[src/hm_settings.svh]
`ifndef HM_SETTINGS_SVH
`define HM_SETTINGS_SVH

// CSR bank matched against csr_a_i[13:10]
`define HM_CSR_BANK 4'h0

// Register offset width inside the bank
`define HM_CSR_OFS_BITS 10

// Bus and buffer word widths
`define HM_WORD_BITS 32
`define HM_DWORD_BITS 64

// Buffer index width, 512 entries of 64 bits
`define HM_BUF_ADDR_BITS 9

// Watchdog counter width
`define HM_TIMEOUT_BITS 16

// Low address bits cleared in the transport address
`define HM_PAGE_BITS 12

`endif

[src/hm_seq_pkg.sv]
package hm_seq_pkg;

  // Transaction sequencer states
  typedef enum logic [1:0] {
    HM_IDLE = 2'd0,
    HM_SEND = 2'd1,
    HM_RECV = 2'd2
  } hm_state_e;

endpackage

[src/hm_sequencer.sv]
`timescale 1ns/1ps
`include "hm_settings.svh"

module hm_sequencer (
  input  logic                  sys_clk,
  input  logic                  sys_rst,
  input  logic                  start_i,
  input  logic                  tx_done_i,
  input  logic                  rx_done_i,
  output hm_seq_pkg::hm_state_e state_o,
  output logic                  tx_start_o,
  output logic                  end_o,
  output logic                  tx_timeout_o,
  output logic                  rx_timeout_o
);
  import hm_seq_pkg::*;

  hm_state_e                   state_q;
  logic [`HM_TIMEOUT_BITS-1:0] wdog_q;
  logic                        wdog_expired;
  logic                        tx_start_q;
  logic                        end_q;
  logic                        tx_to_q;
  logic                        rx_to_q;

  // Last count before the watchdog wraps
  assign wdog_expired = &wdog_q;

  always_ff @(posedge sys_clk) begin
    if (sys_rst) begin
      state_q    <= HM_IDLE;
      wdog_q     <= '0;
      tx_start_q <= 1'b0;
      end_q      <= 1'b0;
      tx_to_q    <= 1'b0;
      rx_to_q    <= 1'b0;
    end else begin
      tx_start_q <= 1'b0;
      end_q      <= 1'b0;
      tx_to_q    <= 1'b0;
      rx_to_q    <= 1'b0;

      // Runs across SEND and RECV without restarting
      if (state_q == HM_IDLE) begin
        wdog_q <= '0;
      end else begin
        wdog_q <= wdog_q + 1'b1;
      end

      case (state_q)
        HM_IDLE: begin
          if (start_i) begin
            state_q    <= HM_SEND;
            tx_start_q <= 1'b1;
          end
        end
        HM_SEND: begin
          if (wdog_expired) begin
            state_q <= HM_IDLE;
            tx_to_q <= 1'b1;
          end else if (tx_done_i) begin
            state_q <= HM_RECV;
          end
        end
        HM_RECV: begin
          if (wdog_expired) begin
            state_q <= HM_IDLE;
            rx_to_q <= 1'b1;
          end else if (rx_done_i) begin
            state_q <= HM_IDLE;
            end_q   <= 1'b1;
          end
        end
        default: begin
          state_q <= HM_IDLE;
          wdog_q  <= '0;
        end
      endcase
    end
  end

  assign state_o      = state_q;
  assign tx_start_o   = tx_start_q;
  assign end_o        = end_q;
  assign tx_timeout_o = tx_to_q;
  assign rx_timeout_o = rx_to_q;

endmodule

[config.mk]
export PLATFORM = sky130hd
export DESIGN_NAME = hm_sequencer
export DESIGN_NICKNAME = d
export VERILOG_FILES = /design/src/hm_seq_pkg.sv /design/src/hm_sequencer.sv
export VERILOG_INCLUDE_DIRS = /design/src
export SDC_FILE = /design/constraint.sdc
export NUM_CORES = 1
export LEC_CHECK = 0
export ABC_AREA = 1
export CORE_MARGIN = 2
export CORE_UTILIZATION = 64
export CTS_BUF_LIST = sky130_fd_sc_hd__clkbuf_2
export CTS_CLUSTER_DIAMETER = 80
export DETAILED_ROUTE_END_ITERATION = 8
export DONT_BUFFER_PORTS = 1
export PLACE_DENSITY = 0.92
export SYNTH_ARGS = -nofsm -noshare
export SYNTH_HDL_FRONTEND = slang
export SYNTH_SLANG_ARGS = --single-unit
[constraint.sdc]
create_clock -name sys_clk -period 1.37 [get_ports sys_clk]
set_input_delay 0 -clock sys_clk [delete_from_list [all_inputs] [get_ports sys_clk]]
set_output_delay 0 -clock sys_clk [all_outputs]
set_load 0.05 [all_outputs]
==> run summary <==
status: finished clean
Worst Hold Depth: 3
critical path launch point type: register
First-pass DRT Iterations: 4
mux share of post-synthesis cell area: 0%
GPL Wtd Cong: 0.755
GRT Max-Usage Layer: met2
sequential share of the synthesized area: 44.2%
Wirelength per Cell: 13.4 microns
Initial Util: 67.0%
clk buf depth: 2
fmax: 0.739 GHz
DIE AREA: 1890 sq um
# fillers: 97
clk_lat worst skew: 0.33 ns
worst slew pin tran: 0.476 ns
hold crit path type: in2reg
dpl hpwl: 1.34 mm
H-tree levels: 1
drt total wl: 2.14 mm
total I/O pin count: 11
antenna viol nets, final: 0
met1 Usage GRT: 24.2%
leakage power: 0.000507 uW
row cnt: 14
first-pass GRT wire length: 3.01 mm
Yosys warning count: 0
final cell count without fillers: 159
placed insts: 146
Multi-input gate area: 524 sq um
Port Buffer Count: 0
FF/Latch Area: 445 sq um
core area: 1490 sq um
share of layout cells above drive strength 1: 30.1%
vias in the first global route: 736
worst-path fanout max: 4
# diodes: 0
Tcrit/Tclk final: 98.8%
skew final: 0.00694 ns
min cycle time layout: 1.35 ns
CTS buffer count: 3
Tot Pwr: 1200 uW
largest family of logic cells by synthesized area: simple AND/OR/NAND/NOR gates
crit path launch: wdog_q[1]$_SDFF_PP0_
synthesis-to-layout area growth: 23.1%
post-synthesis adder-cell area fraction: 1.25%
worst path required time: 1.66 ns
met3 Track Usage GR: 2.50%
Die W: 43.5 microns
pwr/cell area: 981 nW/um^2
post-synthesis simple-gate area fraction: 33.8%
max-cap violations: 0
HP Start: rx_done_i
met2 GRT Util: 38.8%
CTS tree: done
Worst R2R Start: wdog_q[1]$_SDFF_PP0_
r2r worst-path depth: 9
CTS Sinks: 22
Final Setup Violations: 0
number of vias per cell: 5.28
DR iter-0 viols: 19
Peak VDD IR: 0.696 mV
Setup crit end kind: register
CP arrival: 1.65 ns
RSZ-0062 raised after global routing: yes
Synth top area share: 44.2%
#FFs+latches synth: 22
nets@finish: 150
Slew Limit Headroom: 68.2%
XOR/XNOR Fraction of Synth Area: 1.76%
clk slew on worst S/H paths: 0.21 ns
Die Y-Extent: 43.5 microns
Distinct cells, synth: 26
Synth Area per Inst: 7.98 sq um
vias post-DR: 839
Worst Setup Path Type: reg2reg
Synth Instances: 125
largest area contributor in the netlist: dfxtp_1
Hold Vio Cnt, Final: 0
clock root buffer: clkbuf_2
grt ovf: 0
dominant cells by area after synthesis: dfxtp_1, nor2_1, inv_1
Post-Syn Area: 997 sq um
DRC Markers: 0
post-synthesis compound-gate area fraction: 11.5%
Final Max Tran Viols: 0
antenna violations before repair: 0
Hold Slack: 0.372 ns
GR Util All Layers: 21.6%
largest net degree at the start of global routing: 14
Post-Syn Nets: 131
-- path summary, 6_finish.rpt --
path	slack, ns	end
hold reg to reg	0.50	wdog_q[12]$_SDFF_PP0_
setup / recovery	0.02	wdog_q[14]$_SDFF_PP0_
hold / removal	0.37	end_o$_SDFF_PP0_
setup reg to reg	0.02	wdog_q[14]$_SDFF_PP0_
-- routing by layer --
| metal | wire [microns] | up-vias |
|---|---|---|
| met5 | 0 | - |
| met4 | 74 | 0 |
| met3 | 40 | 6 |
| met2 | 1110 | 13 |
| met1 | 907 | 392 |
| li1 | - | 428 |
-- critical path: stages (launching register included) --
cell and delay [ns]:
dfxtp_2 0.40, ha_4 0.15, nand2_4 0.06, nor2_4 0.15
nand2_4 0.09, nor2_8 0.13, nand3_4 0.10, nor2_2 0.11
nor2_1 0.04, nor2_1 0.07
-- repair_timing --
action                     CTS  global route
hold buffers                 1             3
hold endpoints to repair    20            22
setup buffers                0             5
gates resized for setup      2            10
gates cloned                 0             0
setup endpoints to repair    1            11
pin swaps                    0            10
-- report_power, final --
| part | switching, uW | internal, uW |
|---|---|---|
| logic | 57.1 | 32.9 |
| clock network | 199 | 252 |
| registers | 12.9 | 650 |
-- cell families after synthesis --
kind of cell / Yosys count
buffers and inverters: 20
AND/OR/NAND/NOR: 61
AO/OA/AOI/OAI: 19
flip-flops: 22
XOR/XNOR: 2
adder cells (fa/ha/maj): 1
-- state kept, by name, summed over array words and instances (netlist names) --
signal / flops
wdog_q: 16
end_o: 1
state_o: 2
rx_timeout_o: 1
tx_timeout_o: 1
tx_start_o: 1
-- placed cells by master, fill, tap and decap left out, drive strengths merged, types with 3 or more instances in the layout --
cell type,count
buf,10
clkbuf,3
nand2,19
nor2,31
dfxtp,22
nand3,4
inv,20
o21ai,5
a21oi,10
nor3,5
dlygate4sd3,4
-- stage by stage --
step | setup slack, ns | TNS, ns | cell area [sq um] | utilization, %
floorplan | 0.0617 | 0 | 1000 | -
global placement | 0.0669 | 0 | 1060 | 71.0
detailed placement | 0.0100 | 0 | 1060 | 71.0
CTS | 0.00884 | 0 | 1110 | 74.9
global route | -0.0648 | -0.201 | 1230 | 82.4
finish | 0.0160 | 0 | 1230 | 82.4
-- cell type report --
type,instances,share of cell area (%)
timing repair buffer,14,9.38
multi-input combinational,83,42.7
tap,16,1.63
clock inverter,1,2.45
inverter,20,6.32
sequential,22,36.3
clock buffer,3,1.22
-- synthesized netlist by cell type --
cell / n
nand2_4: 1
o21a_1: 2
nand3_1: 2
nand2_1: 15
nand3_4: 1
nor2_4: 4
nand2_2: 3
a21oi_1: 9
ha_1: 1
o21ai_0: 4
nor2_8: 1
dfxtp_1: 22
xor2_1: 1
nor3b_1: 1
a31oi_1: 1
inv_2: 4
xnor2_1: 1
nor2_1: 24
a21oi_4: 1
a211oi_1: 1
nor2_2: 2
nand4_2: 1
inv_1: 16
nor3_1: 5
o21ai_1: 1
nand3_2: 1
Power figures use the tool's default switching activity.
