File: config.mk
export PLATFORM = sky130hd
export DESIGN_NAME = hm_csr_regs
export DESIGN_NICKNAME = d
export VERILOG_FILES = /design/src/hm_csr_pkg.sv /design/src/hm_seq_pkg.sv /design/src/hm_csr_regs.sv
export VERILOG_INCLUDE_DIRS = /design/src
export SDC_FILE = /design/constraint.sdc
export NUM_CORES = 1
export LEC_CHECK = 0
export BUFFER_PORTS_ARGS = -buffer_cell sky130_fd_sc_hd__clkbuf_2
export CAP_MARGIN = 20
export CORE_UTILIZATION = 45
export DETAILED_ROUTE_END_ITERATION = 8
export PLACE_DENSITY = 0.76
export SLEW_MARGIN = 15
export SYNTH_ARGS = -nofsm -noshare
export SYNTH_HDL_FRONTEND = slang
export SYNTH_SLANG_ARGS = --single-unit
export TNS_END_PERCENT = 50
File: constraint.sdc
create_clock -name sys_clk -period 1.55 [get_ports sys_clk]
set_clock_uncertainty 0.15 [all_clocks]
set_input_delay 0.0775 -clock sys_clk [delete_from_list [all_inputs] [get_ports sys_clk]]
set_output_delay 0.0775 -clock sys_clk [all_outputs]
set_load 0.01 [all_outputs]
File: src/hm_settings.svh
`ifndef HM_SETTINGS_SVH
`define HM_SETTINGS_SVH

// CSR bank matched against csr_a_i[13:10]
`define HM_CSR_BANK 4'h0

// Register offset width inside the bank
`define HM_CSR_OFS_BITS 10

// Bus and buffer word widths
`define HM_WORD_BITS 32
`define HM_DWORD_BITS 64

// Buffer index width, 512 entries of 64 bits
`define HM_BUF_ADDR_BITS 9

// Watchdog counter width
`define HM_TIMEOUT_BITS 16

// Low address bits cleared in the transport address
`define HM_PAGE_BITS 12

`endif

File: src/hm_csr_pkg.sv
`include "hm_settings.svh"

package hm_csr_pkg;

  // Register offsets within the CSR bank
  typedef enum logic [`HM_CSR_OFS_BITS-1:0] {
    HM_CSR_STAT    = 0,
    HM_CSR_CTRL    = 1,
    HM_CSR_ADDR_LO = 2,
    HM_CSR_ADDR_HI = 3,
    HM_CSR_STATE   = 4
  } hm_csr_reg_e;

  // CSR and Wishbone data word
  typedef logic [`HM_WORD_BITS-1:0] hm_word_t;

  // Buffer word and host address
  typedef logic [`HM_DWORD_BITS-1:0] hm_dword_t;

  // Buffer entry index
  typedef logic [`HM_BUF_ADDR_BITS-1:0] hm_buf_addr_t;

endpackage

File: src/hm_seq_pkg.sv
package hm_seq_pkg;

  // Transaction sequencer states
  typedef enum logic [1:0] {
    HM_IDLE = 2'd0,
    HM_SEND = 2'd1,
    HM_RECV = 2'd2
  } hm_state_e;

endpackage

File: src/hm_csr_regs.sv
`timescale 1ns/1ps
`include "hm_settings.svh"

module hm_csr_regs (
  input  logic                  sys_clk,
  input  logic                  sys_rst,
  input  logic [13:0]           csr_a_i,
  input  logic                  csr_we_i,
  input  hm_csr_pkg::hm_word_t  csr_di_i,
  output hm_csr_pkg::hm_word_t  csr_do_o,
  input  hm_seq_pkg::hm_state_e seq_state_i,
  input  logic                  seq_end_i,
  input  logic                  seq_tx_timeout_i,
  input  logic                  seq_rx_timeout_i,
  output logic                  seq_start_o,
  output hm_csr_pkg::hm_dword_t tx_addr_o,
  output logic                  irq_o
);
  import hm_csr_pkg::*;
  import hm_seq_pkg::*;

  logic        bank_sel;
  hm_csr_reg_e reg_ofs;
  logic        seq_idle;
  hm_word_t    rd_data;

  logic        irq_en_q;
  logic        start_q;
  logic        ev_end_q;
  logic        ev_tx_to_q;
  logic        ev_rx_to_q;
  hm_dword_t   addr_q;

  assign bank_sel = (csr_a_i[13:10] == `HM_CSR_BANK);
  assign reg_ofs  = hm_csr_reg_e'(csr_a_i[`HM_CSR_OFS_BITS-1:0]);
  assign seq_idle = (seq_state_i == HM_IDLE);

  // Read data, zero outside the bank or on unknown offsets
  always_comb begin
    rd_data = '0;
    if (bank_sel) begin
      case (reg_ofs)
        HM_CSR_STAT: begin
          rd_data[2:0] = {ev_rx_to_q, ev_tx_to_q, ev_end_q};
        end
        HM_CSR_CTRL: begin
          rd_data[1:0] = {start_q, irq_en_q};
        end
        HM_CSR_ADDR_LO: begin
          rd_data = addr_q[`HM_WORD_BITS-1:0];
        end
        HM_CSR_ADDR_HI: begin
          rd_data = addr_q[`HM_DWORD_BITS-1:`HM_WORD_BITS];
        end
        HM_CSR_STATE: begin
          rd_data[1:0] = seq_state_i;
        end
        default: begin
          rd_data = '0;
        end
      endcase
    end
  end

  always_ff @(posedge sys_clk) begin
    if (sys_rst) begin
      csr_do_o   <= '0;
      irq_en_q   <= 1'b0;
      start_q    <= 1'b0;
      ev_end_q   <= 1'b0;
      ev_tx_to_q <= 1'b0;
      ev_rx_to_q <= 1'b0;
      addr_q     <= '0;
    end else begin
      csr_do_o <= rd_data;
      // Start is a single-cycle pulse
      start_q  <= 1'b0;
      if (bank_sel && csr_we_i) begin
        case (reg_ofs)
          HM_CSR_STAT: begin
            // Write one to clear, only between transactions
            if (seq_idle) begin
              if (csr_di_i[0]) begin
                ev_end_q <= 1'b0;
              end
              if (csr_di_i[1]) begin
                ev_tx_to_q <= 1'b0;
              end
              if (csr_di_i[2]) begin
                ev_rx_to_q <= 1'b0;
              end
            end
          end
          HM_CSR_CTRL: begin
            if (seq_idle) begin
              irq_en_q <= csr_di_i[0];
            end
            start_q <= csr_di_i[1];
          end
          HM_CSR_ADDR_LO: begin
            addr_q[`HM_WORD_BITS-1:0] <= csr_di_i;
          end
          HM_CSR_ADDR_HI: begin
            addr_q[`HM_DWORD_BITS-1:`HM_WORD_BITS] <= csr_di_i;
          end
          default: begin
          end
        endcase
      end
      // Event pulses take priority over a clear
      if (seq_end_i) begin
        ev_end_q <= 1'b1;
      end
      if (seq_tx_timeout_i) begin
        ev_tx_to_q <= 1'b1;
      end
      if (seq_rx_timeout_i) begin
        ev_rx_to_q <= 1'b1;
      end
    end
  end

  assign seq_start_o = start_q;

  // Page-aligned host address for the transport
  assign tx_addr_o = {addr_q[`HM_DWORD_BITS-1:`HM_PAGE_BITS], {`HM_PAGE_BITS{1'b0}}};

  assign irq_o = irq_en_q & (ev_end_q | ev_tx_to_q | ev_rx_to_q);

endmodule

==> results.yml, run 1 <==
logic_synthesis:
  synth_compound_area_frac: 0.193
  synth.top_cell.area_share: 0.475
  synthAdderAreaFrac: 0
  async_flop_share: 0
  synthMuxAreaShare: 0.0100
  synth_commonest_cells: "dfxtp_1 (101), buf_4 (70), a21oi_1 (69), nand2_1 (69), o21ai_0 (33)"
  yosysUniqueCellTypes: 35
  synth_warnings: 0
  avgSynthCellArea_um2: 8.88
  synth-edff-count: 0
  synth_xor_area_frac: 0
  ys_seq_area_frac: 0.475
  synth_top_family_by_area: "compound AO/OA/AOI/OAI gates"
  synth_top_area_cell: "dfxtp_1"
  synthesis.area_mm2: 0.00426
  yosysMostFrequentCell: "dfxtp_1"
  synth_flop_cell: "dfxtp_1"
  synth_area_leaders: "dfxtp_1 (48%), buf_4 (12%), a21oi_1 (8.1%)"
  synth_seq_cells: 101
  synth-simple-area-share: 0.156
  synthCells: 479
floorplan:
  die_height_um: 99.2
  ios: 152
  start_util: 0.463
  num_rows: 35
  die_x_um: 99.2
  die_area_mm2: 0.00985
  core_mm2: 0.00920
sta:
  finalCriticalPeriod_ns: 1.51
  max_freq_mhz: 662
  finalCritPeriodShare: 0.975
  relSlewSlack: 0.513
  hold_viol_final: 1
  rsz0062_at_grt: "no"
  whs_ns: -0.0108
  tightest_slew_ns: 0.730
  maxSlewViolCount: 0
  fin_tns_setup_ns: 0
  fin_ws_ns: 0.0393
  setup_viol: 0
place:
  hpwl_um: 6990
  gp_congestion: 0.851
  portBuffers: 139
  place_ws_ns: -0.145
  place_inst: 659
grt:
  grt_overflow_total: 0
  grt_max_degree: 70
  track_usage: 0.220
  grt_pass1_vias: 3698
  grt_pass1_wl_um: 17200
  antenna_found_initial: 0
detailed_routing:
  wl_um: 11100
  drc: 0
  antenna_left: 0
  via_per_inst: 5.31
  dr.pass1.iters: 6
  wl_per_cell_um: 15.4
  drt-initial-drc-count: 184
  vias: 3804
setup_path:
  worstPathMaxFanout: 6
  crit_type: "primary input to register"
  critPathMaxStageDelay_ns: 0.57
  worst-endpoint-arrival_ns: 1.64
  cp-end-kind: "register"
  r2r_slack_ns: 0.44
  cp_slowest_cell: "dlygate4sd3_1"
  critPathRequiredTime_ns: 1.68
  crit_chain: "clkbuf_2, nor4_4, buf_4, nand2_1, dlygate4sd3_1, nor3b_1"
  start_kind: "primary input"
power_and_ir_drop:
  leakagePower_nw: 2.21
  power_density_mw_per_mm2: 841
  worst_ir_drop_vdd_mv: 0.549
clocking:
  cts_tree: "yes"
  cts_hold_buf: 40
  cts_max_level: 3
  numCtsBuffers: 9
  ctsLongestPathBuffers: 2
  cts_sinks: 101
  cts_root_buf: "clkbuf_8"
  clkTransAtPathRegs_ns: 0.11
  worstSkewPairLatency_ns: 0.36
outcome:
  outcome: "finished, violations left"
  violations: "hold timing"
final_layout:
  final_nets: 656
  fillerInstances: 804
  finalNonFillerCells: 717
  layout-drive-gt1-share: 0.304
  seq_area_mm2: 0.00202
  syn2layout_area_growth_pct: 24.4
  multi_input_area_mm2: 0.00158
  diodes: 0
flow_run:
  maxCapViolations: 0
worst_hold_path:
  holdCritPathClass: "primary input to register"
-- state kept, by name, indices dropped and copies added, names as in the netlist --
signal / flops
addr_q: 64
csr_do_o: 32
ev_end_q: 1
ev_rx_to_q: 1
ev_tx_to_q: 1
irq_en_q: 1
seq_start_o: 1
-- metrics by stage --
step | utilization | hold slack (ns) | total power, mW | cell area [um2]
4_1_cts | 0.573 | -0.0309 | 4.47 | 5270
5_1_grt | 0.576 | -0.00141 | 4.62 | 5300
2_1_floorplan | - | 0.0362 | 2.77 | 4300
3_3_place_gp | 0.510 | 0.171 | 2.86 | 4690
3_5_place_dp | 0.510 | 0.180 | 2.87 | 4690
6_report | 0.576 | -0.0108 | 4.46 | 5300
-- layer usage --
metal	global-route usage	share of wire	wire [um]
met1	0.272	0.43	4710
met2	0.369	0.49	5410
met3	0.0464	0.065	719
met4	0.103	0.021	235
met5	0	0	0
-- cell usage in the layout (no fill, tap or decap), types with 6 or more instances in the layout --
cell type / instances
buf_12: 8
dfxtp_1: 101
dlygate4sd3_1: 40
a21oi_1: 69
buf_4: 15
clkbuf_8: 9
nor2_1: 6
o21ai_0: 33
clkbuf_2: 139
nand3_1: 32
a22o_1: 29
nand2_1: 69
conb_1: 12
-- layout make-up --
type / instances / area share
Tap cell: 111 / 0.0262
Inverter: 3 / 0.00213
Timing Repair Buffer: 202 / 0.259
Clock inverter: 5 / 0.00851
Clock buffer: 10 / 0.0241
Multi-Input combinational cell: 285 / 0.299
Sequential cell: 101 / 0.382
-- path summary, 6_finish.rpt --
path                                 from                      end  depth (start not counted)
hold / removal                 csr_a_i[9]    irq_en_q$_SDFFE_PP0P_                          5
hold reg to reg   addr_q[10]$_SDFFE_PP0P_  addr_q[10]$_SDFFE_PP0P_                          2
setup reg to reg  ev_tx_to_q$_SDFFE_PP0P_   csr_do_o[1]$_SDFF_PP0_                          3
setup / recovery               csr_a_i[3]   csr_do_o[2]$_SDFF_PP0_                          6
-- logic make-up (layout without fill, tap and decap cells) --
family                 Yosys count  in the layout
AND/OR/NAND/NOR                131            131
other                            1             12
AO/OA/AOI/OAI                  138            138
buffers and inverters          104            220
multiplexers                     4              4
flip-flops                     101            101
-- power breakdown --
part,internal [mW],total [mW],switching (mW)
registers,2.60,2.60,0.00466
logic,0.147,0.291,0.144
clock network,0.603,1.56,0.959
-- worst max-delay path: cells and delay by family --
family / cells / cell delay [ns]
AND/OR/NAND/NOR: 3 / 0.70
buffers and inverters: 3 / 0.86
-- repair_timing --
| action | in CTS | in global routing |
|---|---|---|
| endpoints found under the hold margin | 72 | 1 |
| buffers inserted | 0 | 3 |
| gates resized for setup | 0 | 1 |
| endpoints found under the setup margin | 0 | 2 |
No activity file was read; power rests on OpenSTA's default activity.
==> run 2: changes to the inputs <==
PLACE_DENSITY = 0.85   (was 0.76)
==> results.yml, run 2 (synthesis results as in run 1) <==
worst_hold_path:
  holdCritPathClass: "primary input to register"
final_layout:
  reg_top3: "addr_q: 64 flops, csr_do_o: 32 flops"
  largest_reg_flops: 64
  final_nets: 653
  diodes: 0
  fillerInstances: 792
  final_common_cell: "clkbuf_2"
  most-common-layout-cells: "clkbuf_2 (139), dfxtp_1 (101), nand2_1 (69), a21oi_1 (69), dlygate4sd3_1 (39)"
  finalNonFillerCells: 715
  syn2layout_area_growth_pct: 24.1
  final_util: 0.574
  final_area_mm2: 0.00528
  top_register: "addr_q"
  layout-drive-gt1-share: 0.305
detailed_routing:
  antenna_left: 0
  wl_um: 10800
  dr.pass1.iters: 5
  top_layer: "met4"
  vias: 3750
  drt-initial-drc-count: 226
  drc: 0
  m1WireLength_um: 4500
  via_per_inst: 5.24
  wl_per_cell_um: 15.1
  wl_met3_um: 735
  wl_met2_um: 5380
floorplan:
  num_rows: 35
  die_area_mm2: 0.00985
  die_height_um: 99.2
  ios: 152
  die_x_um: 99.2
  start_util: 0.463
  core_mm2: 0.00920
sta:
  whs_ns: 0.0471
  hold_viol_final: 0
  finalCriticalPeriod_ns: 1.49
  rsz0062_at_grt: "no"
  max_freq_mhz: 673
  setup_viol: 0
  maxSlewViolCount: 0
  finalCritPeriodShare: 0.959
clocking:
  clkTransAtPathRegs_ns: 0.10
  cts_root_buf: "clkbuf_8"
  ctsLongestPathBuffers: 2
  cts_tree: "yes"
  numCtsBuffers: 9
  cts_sinks: 101
  worstSkewPairLatency_ns: 0.36
  cts_max_level: 3
power_and_ir_drop:
  power.total_mw: 4.43
  power_density_mw_per_mm2: 840
  worst_ir_drop_vdd_mv: 0.362
  leakagePower_nw: 2.19
setup_path:
  worstPathMaxFanout: 6
  critPathMaxStageDelay_ns: 0.56
  cp_slowest_cell: "dlygate4sd3_1"
  start_kind: "primary input"
  worst-endpoint-arrival_ns: 1.63
  critPathTopFamily: "buffers and inverters"
  crit_type: "primary input to register"
  r2r_slack_ns: 0.42
  crit_chain: "clkbuf_2, nor4_4, nand4_2, buf_4, dlygate4sd3_1, nor3b_2"
  cp_num_buf_inv: 3
  critPathRequiredTime_ns: 1.70
  cp-end-kind: "register"
place:
  gp_congestion: 0.944
  placed_area_mm2: 0.00469
  hpwl_um: 7020
  portBuffers: 139
  place_inst: 659
grt:
  grt_pass1_wl_um: 17400
  track_usage: 0.224
  grt_overflow_total: 0
  antenna_found_initial: 0
  grt_max_degree: 70
  grt_pass1_vias: 3685
outcome:
  outcome: "completed"
flow_run:
  maxCapViolations: 0
[run 2: changes by cell type in the layout (fill, tap and decap cells not counted)]
cell | previous run | this run
clkinvlp_4 | 1 | 2
buf_4 | 15 | 13
clkinv_2 | 0 | 1
clkbuf_1 | 1 | 0
dlygate4sd3_1 | 40 | 39
[run 2: final timing paths]
kind | cells past startpoint | from | end
worst max-delay path | 6 | csr_a_i[5] | seq_start_o$_SDFF_PP0_
worst min-delay path | 5 | csr_a_i[13] | irq_en_q$_SDFFE_PP0P_
worst max register to register | 3 | ev_tx_to_q$_SDFFE_PP0P_ | csr_do_o[1]$_SDFF_PP0_
worst min register to register | 2 | addr_q[6]$_SDFFE_PP0P_ | addr_q[6]$_SDFFE_PP0P_
[run 2: report_power, final]
group          internal (mW)  switching [mW]
clock network          0.606           0.935
logic                  0.147           0.144
registers               2.60         0.00511
[run 2: area by class of cell]
type	instances	area [um2]	share of cell area
well taps	111	139	0.0263
flip-flops and latches	101	2020	0.383
multi-input cells	285	1580	0.300
inverters	3	11.3	0.00213
repair buffers	199	1340	0.255
clock inverters	7	57.6	0.0109
clock buffers	9	124	0.0235
[run 2: what timing repair did]
item                       CTS  global route
setup endpoints to repair    0             1
setup buffers                0             1
resized for setup            0             1
hold buffers                39             0
hold endpoints to repair    70             0
[run 2: tightest hold or removal path: cells and delay by family]
family                 cells  cell delay, ns
AO/OA/AOI/OAI              1            0.07
AND/OR/NAND/NOR            3            0.27
buffers and inverters      1            0.10
[run 2: metrics by stage]
stage          worst slack [ns]  setup TNS (ns)
2_1_floorplan            0.0899               0
3_3_place_gp             0.0130               0
3_5_place_dp            -0.0930           -1.85
4_1_cts                  0.0848               0
5_1_grt                  0.0296               0
6_report                 0.0640               0
[run 2: per-layer routing]
metal,vias to the layer above,track usage
met5,-,0
met4,0,0.0894
met3,17,0.0478
met2,174,0.398
met1,1734,0.262
li1,1825,-
